--- src/raster_params.svh ---
// Fixed-point widths, triangle shape counts and subsample pitch shift
`ifndef RASTER_PARAMS_SVH
`define RASTER_PARAMS_SVH

// Width of every coordinate and colour word
`define RASTER_SIGFIG 24

// Fraction bits in a coordinate
// Integer part is the upper RASTER_SIGFIG - RASTER_RADIX bits
`define RASTER_RADIX 10

// Vertices per triangle
`define RASTER_VERTS 3

// Axes per vertex, ordered x, y, z
`define RASTER_AXIS 3

// Colour channels per triangle
`define RASTER_COLORS 3

// One-hot subsample code shifted by this gives the grid pitch
// Code 1000 lands on bit RADIX, one full pixel
// Code 0001 lands on bit RADIX-3, an eighth of a pixel
`define RASTER_SUBSAMPLE_SHIFT (`RASTER_RADIX - 3)

`endif

--- src/raster_pkg.sv ---
// Coordinate, colour, subsample code and iterator state types
`include "raster_params.svh"

package raster_pkg;

    // Signed fixed point position
    // Upper bits are the integer part, low RASTER_RADIX bits the fraction
    typedef logic signed [`RASTER_SIGFIG-1:0] coord_t;

    // Unsigned colour channel value
    typedef logic [`RASTER_SIGFIG-1:0] color_t;

    // One-hot grid pitch code
    // 1000 pixel, 0100 half, 0010 quarter, 0001 eighth
    typedef logic [3:0] subsample_t;

    // Iterator control states
    // Wait tracks the upstream inputs, test walks the box
    typedef enum logic {
        WAIT_STATE = 1'b0,
        TEST_STATE = 1'b1
    } iter_state_t;

endpackage

--- src/iter_fsm.sv ---
// Wait/test control FSM driving load, step, halt and sample-valid
`timescale 1ns/100ps

module iter_fsm (
    input  logic clk,
    input  logic rst,
    input  logic tri_valid,
    input  logic at_right_edge,
    input  logic at_top_edge,
    output logic load,
    output logic step,
    output logic halt_n,
    output logic sample_valid
);
    import raster_pkg::*;

    iter_state_t state;
    iter_state_t next_state;
    logic        at_end_box;

    // Last sample of the box is the top-right corner
    assign at_end_box = at_right_edge && at_top_edge;

    // Next state
    always_comb begin
        next_state = state;
        case (state)
            WAIT_STATE: begin
                // Take the triangle on the first valid seen
                if (tri_valid) begin
                    next_state = TEST_STATE;
                end
            end
            TEST_STATE: begin
                // Walk until the top-right sample has been shown
                if (at_end_box) begin
                    next_state = WAIT_STATE;
                end
            end
        endcase
    end

    // State and handshake flops
    always_ff @(posedge clk or posedge rst) begin
        if (rst) begin
            state        <= WAIT_STATE;
            sample_valid <= 1'b0;
            // Upstream free to advance out of reset
            halt_n       <= 1'b1;
        end else begin
            state        <= next_state;
            // Every cycle spent in test carries a sample
            sample_valid <= (next_state == TEST_STATE);
            // Hold upstream for the whole walk
            halt_n       <= (next_state == WAIT_STATE);
        end
    end

    // Stepper and hold registers follow the inputs while waiting
    assign load = (state == WAIT_STATE);

    // Advance one grid point per cycle of the walk
    assign step = (state == TEST_STATE);

    // Valid triangle in wait starts a walk with upstream held
    assert property (@(posedge clk) disable iff (rst)
        (state == WAIT_STATE && tri_valid)
        |=> (state == TEST_STATE && sample_valid && !halt_n));

    // No triangle keeps the iterator idle
    assert property (@(posedge clk) disable iff (rst)
        (state == WAIT_STATE && !tri_valid)
        |=> (state == WAIT_STATE && !sample_valid && halt_n));

    // Top-right corner ends the walk and releases upstream
    assert property (@(posedge clk) disable iff (rst)
        (state == TEST_STATE && at_end_box)
        |=> (state == WAIT_STATE && !sample_valid && halt_n));

    // Otherwise the walk carries on
    assert property (@(posedge clk) disable iff (rst)
        (state == TEST_STATE && !at_end_box)
        |=> (state == TEST_STATE && sample_valid && !halt_n));

endmodule

--- src/sample_stepper.sv ---
// Two-dimensional sample counter with stored box, edge flags and in-box checks
`timescale 1ns/100ps
`include "raster_params.svh"

module sample_stepper (
    input  logic                   clk,
    input  logic                   rst,
    input  logic                   load,
    input  logic                   step,
    input  raster_pkg::subsample_t subsample,
    input  raster_pkg::coord_t     box_min_x,
    input  raster_pkg::coord_t     box_min_y,
    input  raster_pkg::coord_t     box_max_x,
    input  raster_pkg::coord_t     box_max_y,
    output raster_pkg::coord_t     sample_x,
    output raster_pkg::coord_t     sample_y,
    output logic                   at_right_edge,
    output logic                   at_top_edge
);
    import raster_pkg::*;

    // Box captured at load and held for the walk
    coord_t min_x_q;
    coord_t min_y_q;
    coord_t max_x_q;
    coord_t max_y_q;

    // Grid spacing in coordinate units
    coord_t pitch;

    // Zero-extend the one-hot code, then move it onto the fraction bits
    assign pitch = coord_t'({{(`RASTER_SIGFIG - $bits(subsample_t)){1'b0}}, subsample})
                   << `RASTER_SUBSAMPLE_SHIFT;

    // Signed compares so boxes left of or below the origin work
    assign at_right_edge = (sample_x >= max_x_q);
    assign at_top_edge   = (sample_y >= max_y_q);

    always_ff @(posedge clk or posedge rst) begin
        if (rst) begin
            min_x_q  <= '0;
            min_y_q  <= '0;
            max_x_q  <= '0;
            max_y_q  <= '0;
            sample_x <= '0;
            sample_y <= '0;
        end else if (load) begin
            min_x_q  <= box_min_x;
            min_y_q  <= box_min_y;
            max_x_q  <= box_max_x;
            max_y_q  <= box_max_y;
            // First sample is the lower-left corner
            sample_x <= box_min_x;
            sample_y <= box_min_y;
        end else if (step) begin
            if (at_right_edge) begin
                // Wrap to the start of the next row up
                sample_x <= min_x_q;
                // Top row has no next row so y stays put
                if (!at_top_edge) begin
                    sample_y <= sample_y + pitch;
                end
            end else begin
                sample_x <= sample_x + pitch;
            end
        end
    end

    // Every sample of the walk lies inside the stored box
    // Left and bottom bounds
    assert property (@(posedge clk) disable iff (rst)
        step |-> (min_x_q <= sample_x));

    assert property (@(posedge clk) disable iff (rst)
        step |-> (min_y_q <= sample_y));

    // Right and top bounds, tripped by a box off the pitch grid
    assert property (@(posedge clk) disable iff (rst)
        step |-> (sample_x <= max_x_q));

    assert property (@(posedge clk) disable iff (rst)
        step |-> (sample_y <= max_y_q));

endmodule

--- src/prim_hold.sv ---
// Triangle vertex and colour holding registers captured at triangle accept
`timescale 1ns/100ps
`include "raster_params.svh"

module prim_hold (
    input  logic               clk,
    input  logic               rst,
    input  logic               load,
    input  raster_pkg::coord_t tri_vert [`RASTER_VERTS-1:0][`RASTER_AXIS-1:0],
    input  raster_pkg::color_t tri_color [`RASTER_COLORS-1:0],
    output raster_pkg::coord_t out_vert [`RASTER_VERTS-1:0][`RASTER_AXIS-1:0],
    output raster_pkg::color_t out_color [`RASTER_COLORS-1:0]
);

    // Vertex words
    // Loaded with the box so each sample carries its own triangle
    always_ff @(posedge clk or posedge rst) begin
        if (rst) begin
            for (int v = 0; v < `RASTER_VERTS; v++) begin
                for (int a = 0; a < `RASTER_AXIS; a++) begin
                    out_vert[v][a] <= '0;
                end
            end
        end else if (load) begin
            out_vert <= tri_vert;
        end
    end

    // Colour channels
    // Held through the walk while upstream moves on
    always_ff @(posedge clk or posedge rst) begin
        if (rst) begin
            for (int c = 0; c < `RASTER_COLORS; c++) begin
                out_color[c] <= '0;
            end
        end else if (load) begin
            out_color <= tri_color;
        end
    end

endmodule

--- src/bbox_sample_iter.sv ---
// Bounding-box sample iterator top level joining control FSM, stepper and hold registers
`timescale 1ns/100ps
`include "raster_params.svh"

module bbox_sample_iter (
    input  logic                   clk,
    input  logic                   rst,
    // Upstream triangle and box
    input  logic                   tri_valid,
    input  raster_pkg::coord_t     box_min_x,
    input  raster_pkg::coord_t     box_min_y,
    input  raster_pkg::coord_t     box_max_x,
    input  raster_pkg::coord_t     box_max_y,
    input  raster_pkg::coord_t     tri_vert [`RASTER_VERTS-1:0][`RASTER_AXIS-1:0],
    input  raster_pkg::color_t     tri_color [`RASTER_COLORS-1:0],
    // Steady for the length of a walk
    input  raster_pkg::subsample_t subsample,
    // Downstream sample stream
    output logic                   sample_valid,
    output raster_pkg::coord_t     sample_x,
    output raster_pkg::coord_t     sample_y,
    output raster_pkg::coord_t     out_vert [`RASTER_VERTS-1:0][`RASTER_AXIS-1:0],
    output raster_pkg::color_t     out_color [`RASTER_COLORS-1:0],
    // Low holds the upstream box stage
    output logic                   halt_n
);

    logic load;
    logic step;
    logic at_right_edge;
    logic at_top_edge;

    // Control
    iter_fsm u_fsm (
        .clk           (clk),
        .rst           (rst),
        .tri_valid     (tri_valid),
        .at_right_edge (at_right_edge),
        .at_top_edge   (at_top_edge),
        .load          (load),
        .step          (step),
        .halt_n        (halt_n),
        .sample_valid  (sample_valid)
    );

    // Sample position walk
    sample_stepper u_stepper (
        .clk           (clk),
        .rst           (rst),
        .load          (load),
        .step          (step),
        .subsample     (subsample),
        .box_min_x     (box_min_x),
        .box_min_y     (box_min_y),
        .box_max_x     (box_max_x),
        .box_max_y     (box_max_y),
        .sample_x      (sample_x),
        .sample_y      (sample_y),
        .at_right_edge (at_right_edge),
        .at_top_edge   (at_top_edge)
    );

    // Triangle payload travelling with every sample
    prim_hold u_hold (
        .clk       (clk),
        .rst       (rst),
        .load      (load),
        .tri_vert  (tri_vert),
        .tri_color (tri_color),
        .out_vert  (out_vert),
        .out_color (out_color)
    );

endmodule

--- config.mk ---
export PLATFORM = sky130hd
export DESIGN_NAME = bbox_sample_iter
export DESIGN_NICKNAME = d
export VERILOG_FILES = /design/src/raster_pkg.sv /design/src/iter_fsm.sv /design/src/sample_stepper.sv /design/src/prim_hold.sv /design/src/bbox_sample_iter.sv
export VERILOG_INCLUDE_DIRS = /design/src /design/src/src
export SDC_FILE = /design/constraint.sdc
export NUM_CORES = 1
export LEC_CHECK = 0
export BUFFER_PORTS_ARGS = -buffer_cell sky130_fd_sc_hd__buf_2
export CAP_MARGIN = 10
export CELL_PAD_IN_SITES_DETAIL_PLACEMENT = 0
export CELL_PAD_IN_SITES_GLOBAL_PLACEMENT = 1
export CORE_AREA = 5 5 280 282
export CTS_CLUSTER_SIZE = 28
export DETAILED_ROUTE_END_ITERATION = 6
export DIE_AREA = 0 0 285 287
export GPL_TIMING_DRIVEN = 0
export PLACE_DENSITY_LB_ADDON = 0.1
export SYNTH_ARGS = -nofsm -noshare
export SYNTH_HDL_FRONTEND = slang
export SYNTH_HIERARCHICAL = 1
export SYNTH_SLANG_ARGS = --single-unit
--- constraint.sdc ---
create_clock -name clk -period 10.35 [get_ports clk]
set_input_delay 0 -clock clk [delete_from_list [all_inputs] [get_ports clk]]
set_output_delay 0 -clock clk [all_outputs]
set_load 0.02 [all_outputs]
==> impl_metrics.prom, run 1 <==
# TYPE chip_impl_metric gauge
chip_impl_metric{name="slowest_delay",unit="ps"} 670
chip_impl_metric{name="final_power",unit="mW"} 10.0
chip_impl_metric{name="worst-endpoint-required",unit="ps"} 10830
chip_impl_metric{name="syn_avg_cell_area",unit="µm²"} 13.5
chip_impl_metric{name="fin_hold_ws",unit="ps"} 40.6
chip_impl_metric{name="arrival",unit="ps"} 4540
chip_impl_info{name="rsz0062_at_grt",value="false"} 1
chip_impl_metric{name="synth-warning-count",unit=""} 6
chip_impl_info{name="critical_path.startpoint_type",value="flop"} 1
chip_impl_metric{name="synthXorXnorAreaFrac",unit=""} 0.00572
chip_impl_metric{name="final.setup.tns",unit="ps"} 0
chip_impl_metric{name="first_global_vias",unit=""} 16700
chip_impl_info{name="clock-root-buffer",value="clkbuf_16"} 1
chip_impl_metric{name="final_cell_count_no_fill",unit=""} 3558
chip_impl_metric{name="synthDistinctLibCells",unit=""} 64
chip_impl_metric{name="peakVddDrop",unit="µV"} 158
chip_impl_metric{name="syn_nets",unit=""} 1807
chip_impl_metric{name="drt-initial-drc-count",unit=""} 596
chip_impl_metric{name="syn_to_final_growth",unit="%"} 58.2
chip_impl_metric{name="clkLatencyLatePin",unit="ps"} 590
chip_impl_metric{name="ys_async_sr_fraction",unit=""} 1.00
chip_impl_metric{name="timing.max_slew.rel_slack",unit=""} 0.425
chip_impl_metric{name="hpwlAfterDp",unit="µm"} 63400
chip_impl_metric{name="skew",unit="ps"} 16.3
chip_impl_metric{name="placementRows",unit=""} 101
chip_impl_metric{name="area_share_of_the_leading_cell_type_in_the_synthesized_netlist",unit=""} 0.557
chip_impl_metric{name="layout.cell_area.non_filler",unit="mm²"} 0.0291
chip_impl_metric{name="synth.cell_area",unit="mm²"} 0.0184
chip_impl_metric{name="design.die.area",unit="mm²"} 0.0818
chip_impl_metric{name="post-place-cells",unit=""} 3067
chip_impl_metric{name="floorplan.core_area",unit="mm²"} 0.0754
chip_impl_metric{name="drt-wirelength-per-cell",unit="µm"} 22.8
chip_impl_metric{name="start_util",unit=""} 0.244
chip_impl_metric{name="htreeDepth",unit=""} 2
chip_impl_metric{name="cts_num_sinks",unit=""} 410
chip_impl_metric{name="holdBufCountCts",unit=""} 388
chip_impl_info{name="tritoncts_clock_tree",value="done"} 1
chip_impl_metric{name="worst-path-max-fanout",unit=""} 10
chip_impl_metric{name="nFillCells",unit=""} 7426
chip_impl_info{name="critPathTopFamily",value="buffers and inverters"} 1
chip_impl_metric{name="overall_die_width",unit="µm"} 285
chip_impl_metric{name="tightestPinTransition",unit="ps"} 862
chip_impl_info{name="synth_top_family_by_area",value="multiplexers"} 1
chip_impl_metric{name="basic_gate_share_of_the_synthesized_area_counting_and_or_nand_and_nor_cells",unit=""} 0.0553
chip_impl_metric{name="total_leakage_power",unit="nW"} 14.1
chip_impl_info{name="worst_hold_path_type",value="in -> reg"} 1
chip_impl_info{name="synthTopCellsByArea",value="dfrtp_1 (56%), mux2_4 (16%), mux2_2 (6.2%)"} 1
chip_impl_metric{name="placed_area",unit="mm²"} 0.0233
chip_impl_info{name="outcome",value="finished, final reports clean"} 1
chip_impl_metric{name="wire_length_of_the_first_global_routing_pass",unit="µm"} 117000
chip_impl_metric{name="post-route-period-util",unit=""} 0.393
chip_impl_info{name="critical_path.endpoint_type",value="flop"} 1
chip_impl_metric{name="ffs_latches_synth",unit=""} 410
chip_impl_metric{name="drt.antenna.violating_nets",unit=""} 0
chip_impl_metric{name="max_cap_viol_count",unit=""} 0
chip_impl_metric{name="grt_start_max_net_pins",unit=""} 126
chip_impl_metric{name="synthesis.instances",unit=""} 1358
chip_impl_metric{name="post-cts-setup-buffers",unit=""} 0
chip_impl_metric{name="final_critical_path_setup_slack",unit="ps"} 6290
chip_impl_metric{name="report.final.hold_viol_count",unit=""} 0
chip_impl_info{name="yosysTopAreaCell",value="dfrtp_1"} 1
chip_impl_metric{name="sequential_cell_area_fraction_in_the_yosys_report",unit=""} 0.558
chip_impl_metric{name="drive_above_1_share",unit=""} 0.454
chip_impl_metric{name="finalCriticalPeriod",unit="ps"} 4060
chip_impl_metric{name="number_of_synthesized_flops_with_an_enable_pin",unit=""} 0
chip_impl_info{name="post_synth_most_frequent_cells",value="dfrtp_1 (409), mux2_4 (201), nand2_1 (109)"} 1
chip_impl_info{name="synthFlopType",value="dfrtp_1"} 1
chip_impl_metric{name="synth_compound_area_frac",unit=""} 0.0643
chip_impl_metric{name="drc_errors",unit=""} 0
chip_impl_info{name="critical_path.slowest_cell",value="a2111oi_0"} 1
chip_impl_metric{name="gp_congestion",unit=""} 0.817
chip_impl_metric{name="clk_pin_slew_worst_paths",unit="ps"} 60
chip_impl_info{name="synth_most_common_cell",value="dfrtp_1"} 1
chip_impl_metric{name="clock_tree.buffer_depth",unit=""} 3
chip_impl_metric{name="critical_path_buf_inv_count",unit=""} 3
chip_impl_metric{name="drt_pass1_iterations",unit=""} 5
chip_impl_metric{name="timing.final.setup_violations",unit=""} 0
chip_impl_metric{name="cts_made_buffers",unit=""} 52
chip_impl_metric{name="numPortBuffers",unit=""} 728
chip_impl_metric{name="global_route.overflow_total",unit=""} 0
chip_impl_metric{name="io_pins",unit=""} 729
chip_impl_metric{name="finish.utilization",unit=""} 0.385
chip_impl_metric{name="maxClockFrequency",unit="MHz"} 246
chip_impl_metric{name="finish.net_count",unit=""} 2980
chip_impl_metric{name="route.vias.total",unit=""} 15400
chip_impl_info{name="crit_path_cell_trace",value="ha_1 -> nand4_1 -> a2111oi_0 -> nor4_1 -> and4_1 -> clkbuf_2 -> o21ai_4 -> buf_2 -> mux2i_1 -> o21ai_0 -> dlygate4sd3_1"} 1
chip_impl_metric{name="finalWirelength",unit="µm"} 81100
chip_impl_metric{name="placement.setup.worst_slack",unit="ps"} 6880
chip_impl_metric{name="power-per-cell-area",unit="mW/mm²"} 344
chip_impl_metric{name="grt_antenna_before_repair",unit=""} 20
chip_impl_metric{name="cts_resized",unit=""} 0
chip_impl_metric{name="detail_route.vias_per_cell",unit=""} 4.32
chip_impl_info{name="criticalPathCategory",value="reg -> reg"} 1
chip_impl_metric{name="die_h",unit="µm"} 287
chip_impl_metric{name="synth.area.mux_share",unit=""} 0.235
chip_impl_metric{name="adder_cell_share_of_the_synthesized_area",unit=""} 0.0403
chip_impl_metric{name="grtUsageTotal",unit=""} 0.190
chip_impl_metric{name="number_of_pins_with_negative_max_slew_slack_in_the_final_report",unit=""} 0
-- sequential cells by signal (all words and copies together) (netlist names) --
name                count
u_fsm/step              1
u_hold/out_color       72
u_hold/out_vert       216
u_stepper/min_x_q      24
u_stepper/sample_x     24
u_stepper/max_x_q      24
u_stepper/max_y_q      24
u_fsm/halt_n            1
u_stepper/sample_y     24
-- cell usage in the layout (no fill, tap or decap), drive strengths merged, types with 4 or more instances in the layout --
cell type	count
a21o	6
xnor2	7
or4	5
a31oi	6
clkbuf	103
nand2	109
a21oi	29
xor2	5
clkinv	12
a221oi	5
or3	4
diode	7
a211oi	5
nor2b	5
dlygate4sd3	388
nand4	12
dfrtp	409
inv	84
nand3	21
mux2i	16
nand2b	5
nor2	32
ha	56
and3	5
nor4	4
o2111ai	4
o31ai	4
mux2	302
buf	769
nor3	6
o211ai	8
and4	4
bufinv	6
o21ai	110
-- routing by layer --
layer | part of all wire | global-route usage
met5 | 0.0016 | 0
met1 | 0.40 | 0.228
met2 | 0.50 | 0.337
met4 | 0.025 | 0.0454
met3 | 0.067 | 0.0542
-- power by group --
| group | total (mW) | switching (mW) | internal (mW) |
|---|---|---|---|
| sequential | 2.94 | 0.510 | 2.43 |
| clock | 1.93 | 0.745 | 1.18 |
| combinational | 5.13 | 2.99 | 2.14 |
-- area by class of cell --
cell class,count,area (µm²),area share
multi-input combinational,801,7360,0.253
clock buffer,78,1550,0.0533
antenna,7,17.5,0.000603
inverter,84,328,0.0113
clock inverter,18,278,0.00955
sequential,410,10300,0.353
buffer,63,447,0.0154
timing repair buffer,1119,7610,0.262
tap,978,1220,0.0421
-- final timing paths --
path | from | to | slack (ps) | depth (start not counted)
worst max register to register | u_stepper/sample_y[23] | u_stepper/sample_y[7] | 6290 | 11
max in group asynchronous | rst | u_hold/out_color[15] | 9100 | 4
worst min register to register | u_hold/out_vert[135] | u_hold/out_vert[135] | 500 | 1
min in group asynchronous | rst | u_stepper/sample_y[12] | 90 | 3
worst min-delay path | subsample[3] | u_stepper/sample_y[10] | 40 | 5
worst max-delay path | u_stepper/sample_y[23] | u_stepper/sample_y[7] | 6290 | 11
-- cells by family after synthesis --
logic type / after synthesis
compound gates: 196
xor+xnor: 12
fa+ha+maj: 58
buf+inv: 147
flops: 410
mux: 318
simple gates: 217
-- worst min-delay path, stage by stage --
cell and delay [ps]:
buf_2 130, ha_1 180, xnor2_1 80, mux2i_1 110
o21ai_0 90
Power figures use the tool's default switching activity.
==> run 2: changes to the inputs <==
--- a/config.mk
+++ b/config.mk
@@ -6,6 +6,7 @@
 export SDC_FILE = /design/constraint.sdc
 export NUM_CORES = 1
 export LEC_CHECK = 0
+export ABC_AREA = 1
 export BUFFER_PORTS_ARGS = -buffer_cell sky130_fd_sc_hd__buf_2
 export CAP_MARGIN = 10
 export CELL_PAD_IN_SITES_DETAIL_PLACEMENT = 0
==> constraint.sdc (replaced) <==
create_clock -name clk -period 4.1 [get_ports clk]
set_input_delay 0 -clock clk [delete_from_list [all_inputs] [get_ports clk]]
set_output_delay 0 -clock clk [all_outputs]
set_load 0.02 [all_outputs]
==> run 2 against run 1 <==
  * Wire length up 11%
  * Combinational power rose by 150%
  * Design area rose by 0.36%
  * Sequential share of layout area fell by 0.13 points
  * Sequential power increased by 150%
  * Final cell count increased by 25%
  * Via count up 24%
  * Register-to-register slack worse by 4900 ps
  * Hold slack worse by 20 ps
  * Worst setup slack lost 4900 ps
  * First-iteration DRC count increased by 75%
  * Largest cell class unchanged
==> impl_metrics.prom, run 2 <==
# TYPE chip_impl_metric gauge
chip_impl_info{name="post_synth_most_frequent_cells",value="nand2_1 (1186), dfrtp_1 (409), inv_1 (127)"} 1
chip_impl_info{name="critical_path.startpoint_type",value="flop"} 1
chip_impl_metric{name="skew",unit="ps"} 21.5
chip_impl_info{name="top_regs",value="u_hold/out_vert (216), u_hold/out_color (72)"} 1
chip_impl_info{name="max_flop_register",value="u_hold/out_vert"} 1
chip_impl_info{name="critical_path.reg2reg.startpoint",value="u_stepper/sample_x[23]"} 1
chip_impl_metric{name="total_leakage_power",unit="nW"} 15.9
chip_impl_metric{name="drt-wirelength-per-cell",unit="µm"} 20.1
chip_impl_metric{name="final.setup.tns",unit="ps"} 0
chip_impl_metric{name="synth.area.mux_share",unit=""} 0
chip_impl_metric{name="arrival",unit="ps"} 3260
chip_impl_info{name="synth_top_family_by_area",value="simple AND/OR/NAND/NOR gates"} 1
chip_impl_metric{name="htreeDepth",unit=""} 2
chip_impl_metric{name="cts_num_sinks",unit=""} 410
chip_impl_info{name="setup.worst_path.start",value="u_stepper/sample_x[23]"} 1
chip_impl_metric{name="fin_hold_ws",unit="ps"} 20.9
chip_impl_metric{name="synth.cell_area",unit="mm²"} 0.0184
chip_impl_metric{name="clkLatencyLatePin",unit="ps"} 600
chip_impl_metric{name="drt_pass1_iterations",unit=""} 5
chip_impl_metric{name="placement.setup.worst_slack",unit="ps"} 1270
chip_impl_info{name="mostFrequentLayoutCell",value="nand2_1"} 1
chip_impl_metric{name="grtUsageTotal",unit=""} 0.210
chip_impl_metric{name="synth_compound_area_frac",unit=""} 0.0378
chip_impl_metric{name="r2r_setup_slack",unit="ps"} 1370
chip_impl_info{name="criticalPathCategory",value="reg -> reg"} 1
chip_impl_metric{name="timing.final.setup_violations",unit=""} 0
chip_impl_metric{name="maxClockFrequency",unit="MHz"} 366
chip_impl_metric{name="power-per-cell-area",unit="mW/mm²"} 849
chip_impl_metric{name="number_of_pins_with_negative_max_slew_slack_in_the_final_report",unit=""} 0
chip_impl_metric{name="ffs_latches_synth",unit=""} 410
chip_impl_metric{name="layout.cell_area.non_filler",unit="mm²"} 0.0292
chip_impl_metric{name="post-cts-setup-buffers",unit=""} 0
chip_impl_metric{name="finish.net_count",unit=""} 3871
chip_impl_metric{name="basic_gate_share_of_the_synthesized_area_counting_and_or_nand_and_nor_cells",unit=""} 0.296
chip_impl_metric{name="drive_above_1_share",unit=""} 0.262
chip_impl_metric{name="slowest_delay",unit="ps"} 490
chip_impl_metric{name="number_of_synthesized_flops_with_an_enable_pin",unit=""} 0
chip_impl_metric{name="syn_to_final_growth",unit="%"} 58.6
chip_impl_metric{name="start_util",unit=""} 0.244
chip_impl_info{name="worst_hold_path_type",value="in -> async"} 1
chip_impl_metric{name="synth-warning-count",unit=""} 6
chip_impl_info{name="rsz0062_at_grt",value="false"} 1
chip_impl_metric{name="synthesis.instances",unit=""} 2242
chip_impl_metric{name="drt-initial-drc-count",unit=""} 1041
chip_impl_metric{name="post-route-period-util",unit=""} 0.666
chip_impl_info{name="clock-root-buffer",value="clkbuf_16"} 1
chip_impl_metric{name="max_cap_viol_count",unit=""} 0
chip_impl_metric{name="drc_errors",unit=""} 0
chip_impl_metric{name="worst-path-max-fanout",unit=""} 10
chip_impl_metric{name="post-place-cells",unit=""} 3958
chip_impl_metric{name="finish.utilization",unit=""} 0.387
chip_impl_metric{name="final_power",unit="mW"} 24.8
chip_impl_metric{name="detail_route.vias_per_cell",unit=""} 4.28
chip_impl_metric{name="sequential_cell_area_fraction_in_the_yosys_report",unit=""} 0.558
chip_impl_info{name="crit_path_cell_trace",value="ha_1 -> a21oi_1 -> o21ai_0 -> nor2_1 -> nand4_1 -> nand4_1 -> clkbuf_1 -> nand4_1 -> nand2_1"} 1
chip_impl_metric{name="clk_pin_slew_worst_paths",unit="ps"} 60
chip_impl_info{name="outcome",value="finished, final reports clean"} 1
chip_impl_metric{name="syn_nets",unit=""} 2691
chip_impl_metric{name="route.vias.total",unit=""} 19100
chip_impl_info{name="synthTopCellsByArea",value="dfrtp_1 (56%), nand2_1 (24%), ha_1 (3.8%)"} 1
chip_impl_metric{name="worst-path-stages",unit=""} 9
chip_impl_info{name="cp-endpoint",value="u_stepper/sample_y[17]"} 1
chip_impl_metric{name="final_cell_count_no_fill",unit=""} 4453
chip_impl_metric{name="final_critical_path_setup_slack",unit="ps"} 1370
chip_impl_info{name="yosysTopAreaCell",value="dfrtp_1"} 1
chip_impl_info{name="synthFlopType",value="dfrtp_1"} 1
chip_impl_metric{name="numPortBuffers",unit=""} 728
chip_impl_info{name="critPathTopFamily",value="simple AND/OR/NAND/NOR gates"} 1
chip_impl_metric{name="die_h",unit="µm"} 287
chip_impl_metric{name="area_share_of_the_leading_cell_type_in_the_synthesized_netlist",unit=""} 0.556
chip_impl_metric{name="tightestPinTransition",unit="ps"} 768
chip_impl_metric{name="report.final.hold_viol_count",unit=""} 0
chip_impl_metric{name="timing.max_slew.rel_slack",unit=""} 0.488
chip_impl_metric{name="finalWirelength",unit="µm"} 89600
chip_impl_metric{name="clock_tree.buffer_depth",unit=""} 3
chip_impl_info{name="critical_path.endpoint_type",value="flop"} 1
chip_impl_metric{name="global_route.overflow_total",unit=""} 0
chip_impl_metric{name="first_global_vias",unit=""} 19400
chip_impl_info{name="layout.cells.most_common_list",value="nand2_1 (1186), buf_2 (763), dfrtp_1 (409), dlygate4sd3_1 (388), inv_1 (125)"} 1
chip_impl_metric{name="adder_cell_share_of_the_synthesized_area",unit=""} 0.0403
chip_impl_metric{name="cts_made_buffers",unit=""} 52
chip_impl_metric{name="reg2regPathDepth",unit=""} 9
chip_impl_metric{name="gp_congestion",unit=""} 0.860
chip_impl_metric{name="design.die.area",unit="mm²"} 0.0818
chip_impl_metric{name="finalCriticalPeriod",unit="ps"} 2730
chip_impl_metric{name="synthDistinctLibCells",unit=""} 39
chip_impl_metric{name="grt_antenna_before_repair",unit=""} 9
chip_impl_metric{name="syn_avg_cell_area",unit="µm²"} 8.21
chip_impl_metric{name="critical_path_buf_inv_count",unit=""} 1
chip_impl_metric{name="floorplan.core_area",unit="mm²"} 0.0754
chip_impl_info{name="critPathMostFrequentCell",value="nand4_1"} 1
chip_impl_metric{name="hpwlAfterDp",unit="µm"} 71700
chip_impl_metric{name="grt_start_max_net_pins",unit=""} 83
chip_impl_metric{name="overall_die_width",unit="µm"} 285
chip_impl_info{name="crit-reg2reg-capture",value="u_stepper/sample_y[17]"} 1
chip_impl_metric{name="largest_register_ff_count",unit=""} 216
chip_impl_info{name="synth_most_common_cell",value="nand2_1"} 1
chip_impl_metric{name="worst-endpoint-required",unit="ps"} 4620
chip_impl_metric{name="drt.antenna.violating_nets",unit=""} 0
chip_impl_metric{name="placed_area",unit="mm²"} 0.0235
chip_impl_metric{name="io_pins",unit=""} 729
chip_impl_metric{name="peakVddDrop",unit="µV"} 333
chip_impl_info{name="critical_path.slowest_cell",value="clkbuf_1"} 1
chip_impl_metric{name="ys_async_sr_fraction",unit=""} 1.00
chip_impl_metric{name="wire_length_of_the_first_global_routing_pass",unit="µm"} 131000
chip_impl_info{name="tritoncts_clock_tree",value="done"} 1
chip_impl_metric{name="placementRows",unit=""} 101
chip_impl_metric{name="synthXorXnorAreaFrac",unit=""} 0.00762
## run 2: final cells by class
class	instances	area, µm²
sequential	410	10300
clock inverter	18	174
buffer	105	633
inverter	129	495
clock buffer	79	1600
fill	8013	46300
timing repair buffer	1126	7740
multi-input combinational	1598	7020
antenna	10	25.0
tap	978	1220
## run 2: per-layer routing
| layer | track usage | wire, µm | vias to the layer above |
|---|---|---|---|
| met5 | 0 | 27 | - |
| met4 | 0.0470 | 2070 | 4 |
| met3 | 0.0569 | 6400 | 107 |
| met2 | 0.374 | 45100 | 605 |
| met1 | 0.254 | 36000 | 9043 |
| li1 | - | - | 9322 |
## run 2: repair_timing
| action | in CTS | in global routing |
|---|---|---|
| hold buffers | 388 | 0 |
| hold endpoints to repair | 588 | 0 |
| resized for setup | 0 | 0 |
| setup endpoints to repair | 0 | 0 |
## run 2: how the worst min path moves through the flow
stage	startpoint	to	slack (ps)	depth (start not counted)
after CTS	rst	u_stepper/sample_y[21]	4	3
final	rst	u_stepper/sample_y[21]	20	3
after floorplan	rst	u_fsm/step	-260	1
after global placement	rst	u_fsm/step	-90	2
after global routing	rst	u_stepper/sample_y[21]	50	3
after detailed placement	rst	u_fsm/step	-50	2
## run 2: worst register-to-register path, cell delays in order (launching register included)
cell	delay [ps]
dfrtp_1	440
ha_1	420
a21oi_1	160
o21ai_0	100
nor2_1	230
nand4_1	240
nand4_1	310
clkbuf_1	490
nand4_1	190
nand2_1	100
## run 2: power breakdown
group / switching, mW / internal, mW / total [mW]
combinational: 8.76 / 3.96 / 12.7
clock: 1.90 / 2.83 / 4.72
sequential: 1.25 / 6.07 / 7.33
## run 2: kinds of logic (layout without fill, tap and decap cells)
group / Yosys count / in the layout
buffers and inverters: 234 / 1457
DFF: 410 / 410
xor gates and xnor gates: 16 / 16
and+or+nand+nor: 1392 / 1392
adders and majority gates: 58 / 58
AOI/OAI and AO/OA: 132 / 132
other: 0 / 10
==> run 3: changes to the inputs <==
==> constraint.sdc (replaced) <==
create_clock -name clk -period 2.79 [get_ports clk]
set_input_delay 0 -clock clk [delete_from_list [all_inputs] [get_ports clk]]
set_output_delay 0 -clock clk [all_outputs]
set_load 0.02 [all_outputs]
==> run 3 against run 2 <==
  * Clock skew down 8.3 ps
  * Sequential share of layout area about the same
  * Power up 46%
  * Clock power up 42%
  * Core utilization about the same
  * Final cell count about the same
  * Wire length up 1.1%
  * Hold slack better by 77 ps
  * Die area unchanged
  * Count of clock-buffer cells in the layout up 5
  * Via count up 0.64%
  * Worst setup slack worse by 1300 ps
  * Largest power group unchanged
==> impl_metrics.prom, run 3 (synthesized netlist as in run 2, its figures left out) <==
# TYPE chip_impl_metric gauge
chip_impl_metric{name="placed_area",unit="mm²"} 0.0235
chip_impl_metric{name="post-place-cells",unit=""} 3961
chip_impl_metric{name="drt-wirelength-per-cell",unit="µm"} 20.3
chip_impl_info{name="layout.cells.most_common_list",value="nand2_1 (1186), buf_2 (762), dfrtp_1 (409), dlygate4sd3_1 (389), inv_1 (125)"} 1
chip_impl_metric{name="finalCriticalPeriod",unit="ps"} 2690
chip_impl_metric{name="hpwlAfterDp",unit="µm"} 72700
chip_impl_metric{name="global_route.overflow_total",unit=""} 0
chip_impl_info{name="worst_hold_path_type",value="in -> async"} 1
chip_impl_metric{name="arrival",unit="ps"} 3170
chip_impl_metric{name="final_cell_count_no_fill",unit=""} 4455
chip_impl_metric{name="detail_route.vias_per_cell",unit=""} 4.31
chip_impl_metric{name="drt_pass1_iterations",unit=""} 5
chip_impl_info{name="global_route.peak_usage_layer",value="met2"} 1
chip_impl_metric{name="numPortBuffers",unit=""} 728
chip_impl_metric{name="layout.cell_area.non_filler",unit="mm²"} 0.0292
chip_impl_metric{name="post-route-period-util",unit=""} 0.964
chip_impl_metric{name="skew",unit="ps"} 13.2
chip_impl_metric{name="syn_to_final_growth",unit="%"} 58.6
chip_impl_metric{name="timing.final.setup_violations",unit=""} 0
chip_impl_metric{name="finish.net_count",unit=""} 3876
chip_impl_metric{name="drt-initial-drc-count",unit=""} 916
chip_impl_info{name="mostFrequentLayoutCell",value="nand2_1"} 1
chip_impl_metric{name="worst-path-max-fanout",unit=""} 10
chip_impl_metric{name="drive_above_1_share",unit=""} 0.261
chip_impl_metric{name="clkLatencyLatePin",unit="ps"} 610
chip_impl_metric{name="total_leakage_power",unit="nW"} 15.9
chip_impl_metric{name="report.final.hold_viol_count",unit=""} 0
chip_impl_metric{name="floorplan.core_area",unit="mm²"} 0.0754
chip_impl_metric{name="die_h",unit="µm"} 287
chip_impl_metric{name="start_util",unit=""} 0.244
chip_impl_metric{name="clock_tree.buffer_depth",unit=""} 3
chip_impl_metric{name="first_global_vias",unit=""} 19700
chip_impl_metric{name="grtUsageTotal",unit=""} 0.212
chip_impl_metric{name="max_cap_viol_count",unit=""} 0
chip_impl_metric{name="io_pins",unit=""} 729
chip_impl_info{name="criticalPathCategory",value="reg -> reg"} 1
chip_impl_info{name="clock-root-buffer",value="clkbuf_16"} 1
chip_impl_metric{name="use_met1",unit=""} 0.255
chip_impl_info{name="critical_path.startpoint_type",value="flop"} 1
chip_impl_info{name="tritoncts_clock_tree",value="done"} 1
chip_impl_metric{name="number_of_pins_with_negative_max_slew_slack_in_the_final_report",unit=""} 0
chip_impl_metric{name="fraction_of_met2_tracks_used_by_global_routing",unit=""} 0.385
chip_impl_info{name="max_flop_register",value="u_hold/out_vert"} 1
chip_impl_metric{name="cts_made_buffers",unit=""} 52
chip_impl_metric{name="maxClockFrequency",unit="MHz"} 372
chip_impl_metric{name="htreeDepth",unit=""} 2
chip_impl_metric{name="grt_util_met3",unit=""} 0.0501
chip_impl_metric{name="route.vias.total",unit=""} 19200
chip_impl_metric{name="wire_length_of_the_first_global_routing_pass",unit="µm"} 132000
chip_impl_metric{name="cts_num_sinks",unit=""} 410
chip_impl_metric{name="clk_pin_slew_worst_paths",unit="ps"} 60
chip_impl_info{name="critical_path.endpoint_type",value="flop"} 1
chip_impl_info{name="outcome",value="finished, final reports clean"} 1
chip_impl_metric{name="gp_congestion",unit=""} 0.859
chip_impl_metric{name="overall_die_width",unit="µm"} 285
chip_impl_metric{name="finalWirelength",unit="µm"} 90700
chip_impl_metric{name="design.die.area",unit="mm²"} 0.0818
chip_impl_info{name="top_regs",value="u_hold/out_vert (216), u_hold/out_color (72)"} 1
chip_impl_metric{name="grt_antenna_before_repair",unit=""} 13
chip_impl_metric{name="peakVddDrop",unit="µV"} 485
chip_impl_metric{name="largest_register_ff_count",unit=""} 216
chip_impl_metric{name="placementRows",unit=""} 101
chip_impl_metric{name="worst-endpoint-required",unit="ps"} 3270
chip_impl_metric{name="drt.antenna.violating_nets",unit=""} 0
chip_impl_metric{name="drc_errors",unit=""} 0
chip_impl_metric{name="power-per-cell-area",unit="mW/mm²"} 1240
chip_impl_metric{name="tightestPinTransition",unit="ps"} 851
chip_impl_metric{name="grt_start_max_net_pins",unit=""} 41
chip_impl_metric{name="timing.max_slew.rel_slack",unit=""} 0.433
-- run 3: cell types whose count changed in the layout (fill, tap and decap cells not counted), moves of 3 or more --
cell and change:
clkinv_2 -8, clkbuf_1 +5, clkbuf_2 +4, clkbuf_8 -4
buf_12 +3
-- run 3: cell type report --
class / instances / area [µm²]
fillers: 8006 / 46300
flip-flops and latches: 410 / 10300
repair buffers: 1131 / 7820
multi-input cells: 1598 / 7020
clock buffers: 84 / 1580
well taps: 978 / 1220
plain buffers: 105 / 641
inverters: 129 / 494
clock inverters: 9 / 103
diodes: 11 / 27.5
-- run 3: worst paths after layout --
check / from / end / slack (ps) / cells after the start
max: u_stepper/sample_x[23] / u_stepper/sample_y[14] / 100 / 11
min: rst / u_hold/out_vert[174] / 100 / 3
max reg2reg: u_stepper/sample_x[23] / u_stepper/sample_y[14] / 100 / 11
min reg2reg: u_hold/out_color[7] / u_hold/out_color[7] / 460 / 2
max in group asynchronous: rst / u_hold/out_vert[126] / 1450 / 7
min in group clk: subsample[2] / u_stepper/sample_x[9] / 120 / 5
-- run 3: metrics by stage --
step | setup slack, ps | setup TNS, ps | power, mW | hold WS (ps) | utilization
floorplan | -1030 | -296410 | 21.6 | -260 | -
global placement | -3360 | -963050 | 29.1 | -93.0 | 0.308
detailed placement | -195 | -2540 | 29.4 | -90.0 | 0.312
CTS | 21.3 | 0 | 36.8 | 63.1 | 0.386
global route | -72.6 | -717 | 39.0 | 108 | 0.387
finish | 101 | 0 | 36.3 | 97.9 | 0.387
-- run 3: what timing repair did --
item | in CTS | in global routing
setup buffers | 0 | 1
endpoints found under the hold margin | 592 | 0
hold buffers | 389 | 0
pin swaps | 0 | 1
endpoints found under the setup margin | 33 | 26
resized for setup | 2 | 8
-- run 3: power by group --
group	internal, mW	switching [mW]
sequential	8.93	1.79
combinational	5.89	12.9
clock	3.96	2.74
-- run 3: worst max-delay path, cell delays in order, from the launching register on --
cell     delay [ps]
dfrtp_1         450
ha_1            430
a21oi_1         180
o21ai_0         110
nor2_1          240
nand4_1         280
nand3_2         190
buf_6           190
nand3_4         160
buf_6           190
nand3_1          70
nand2_1          60
-- run 3: metal layers --
metal	routed length, µm	vias up
met5	27	-
met4	2300	4
met3	5360	114
met2	46100	541
met1	36900	9208
li1	-	9337
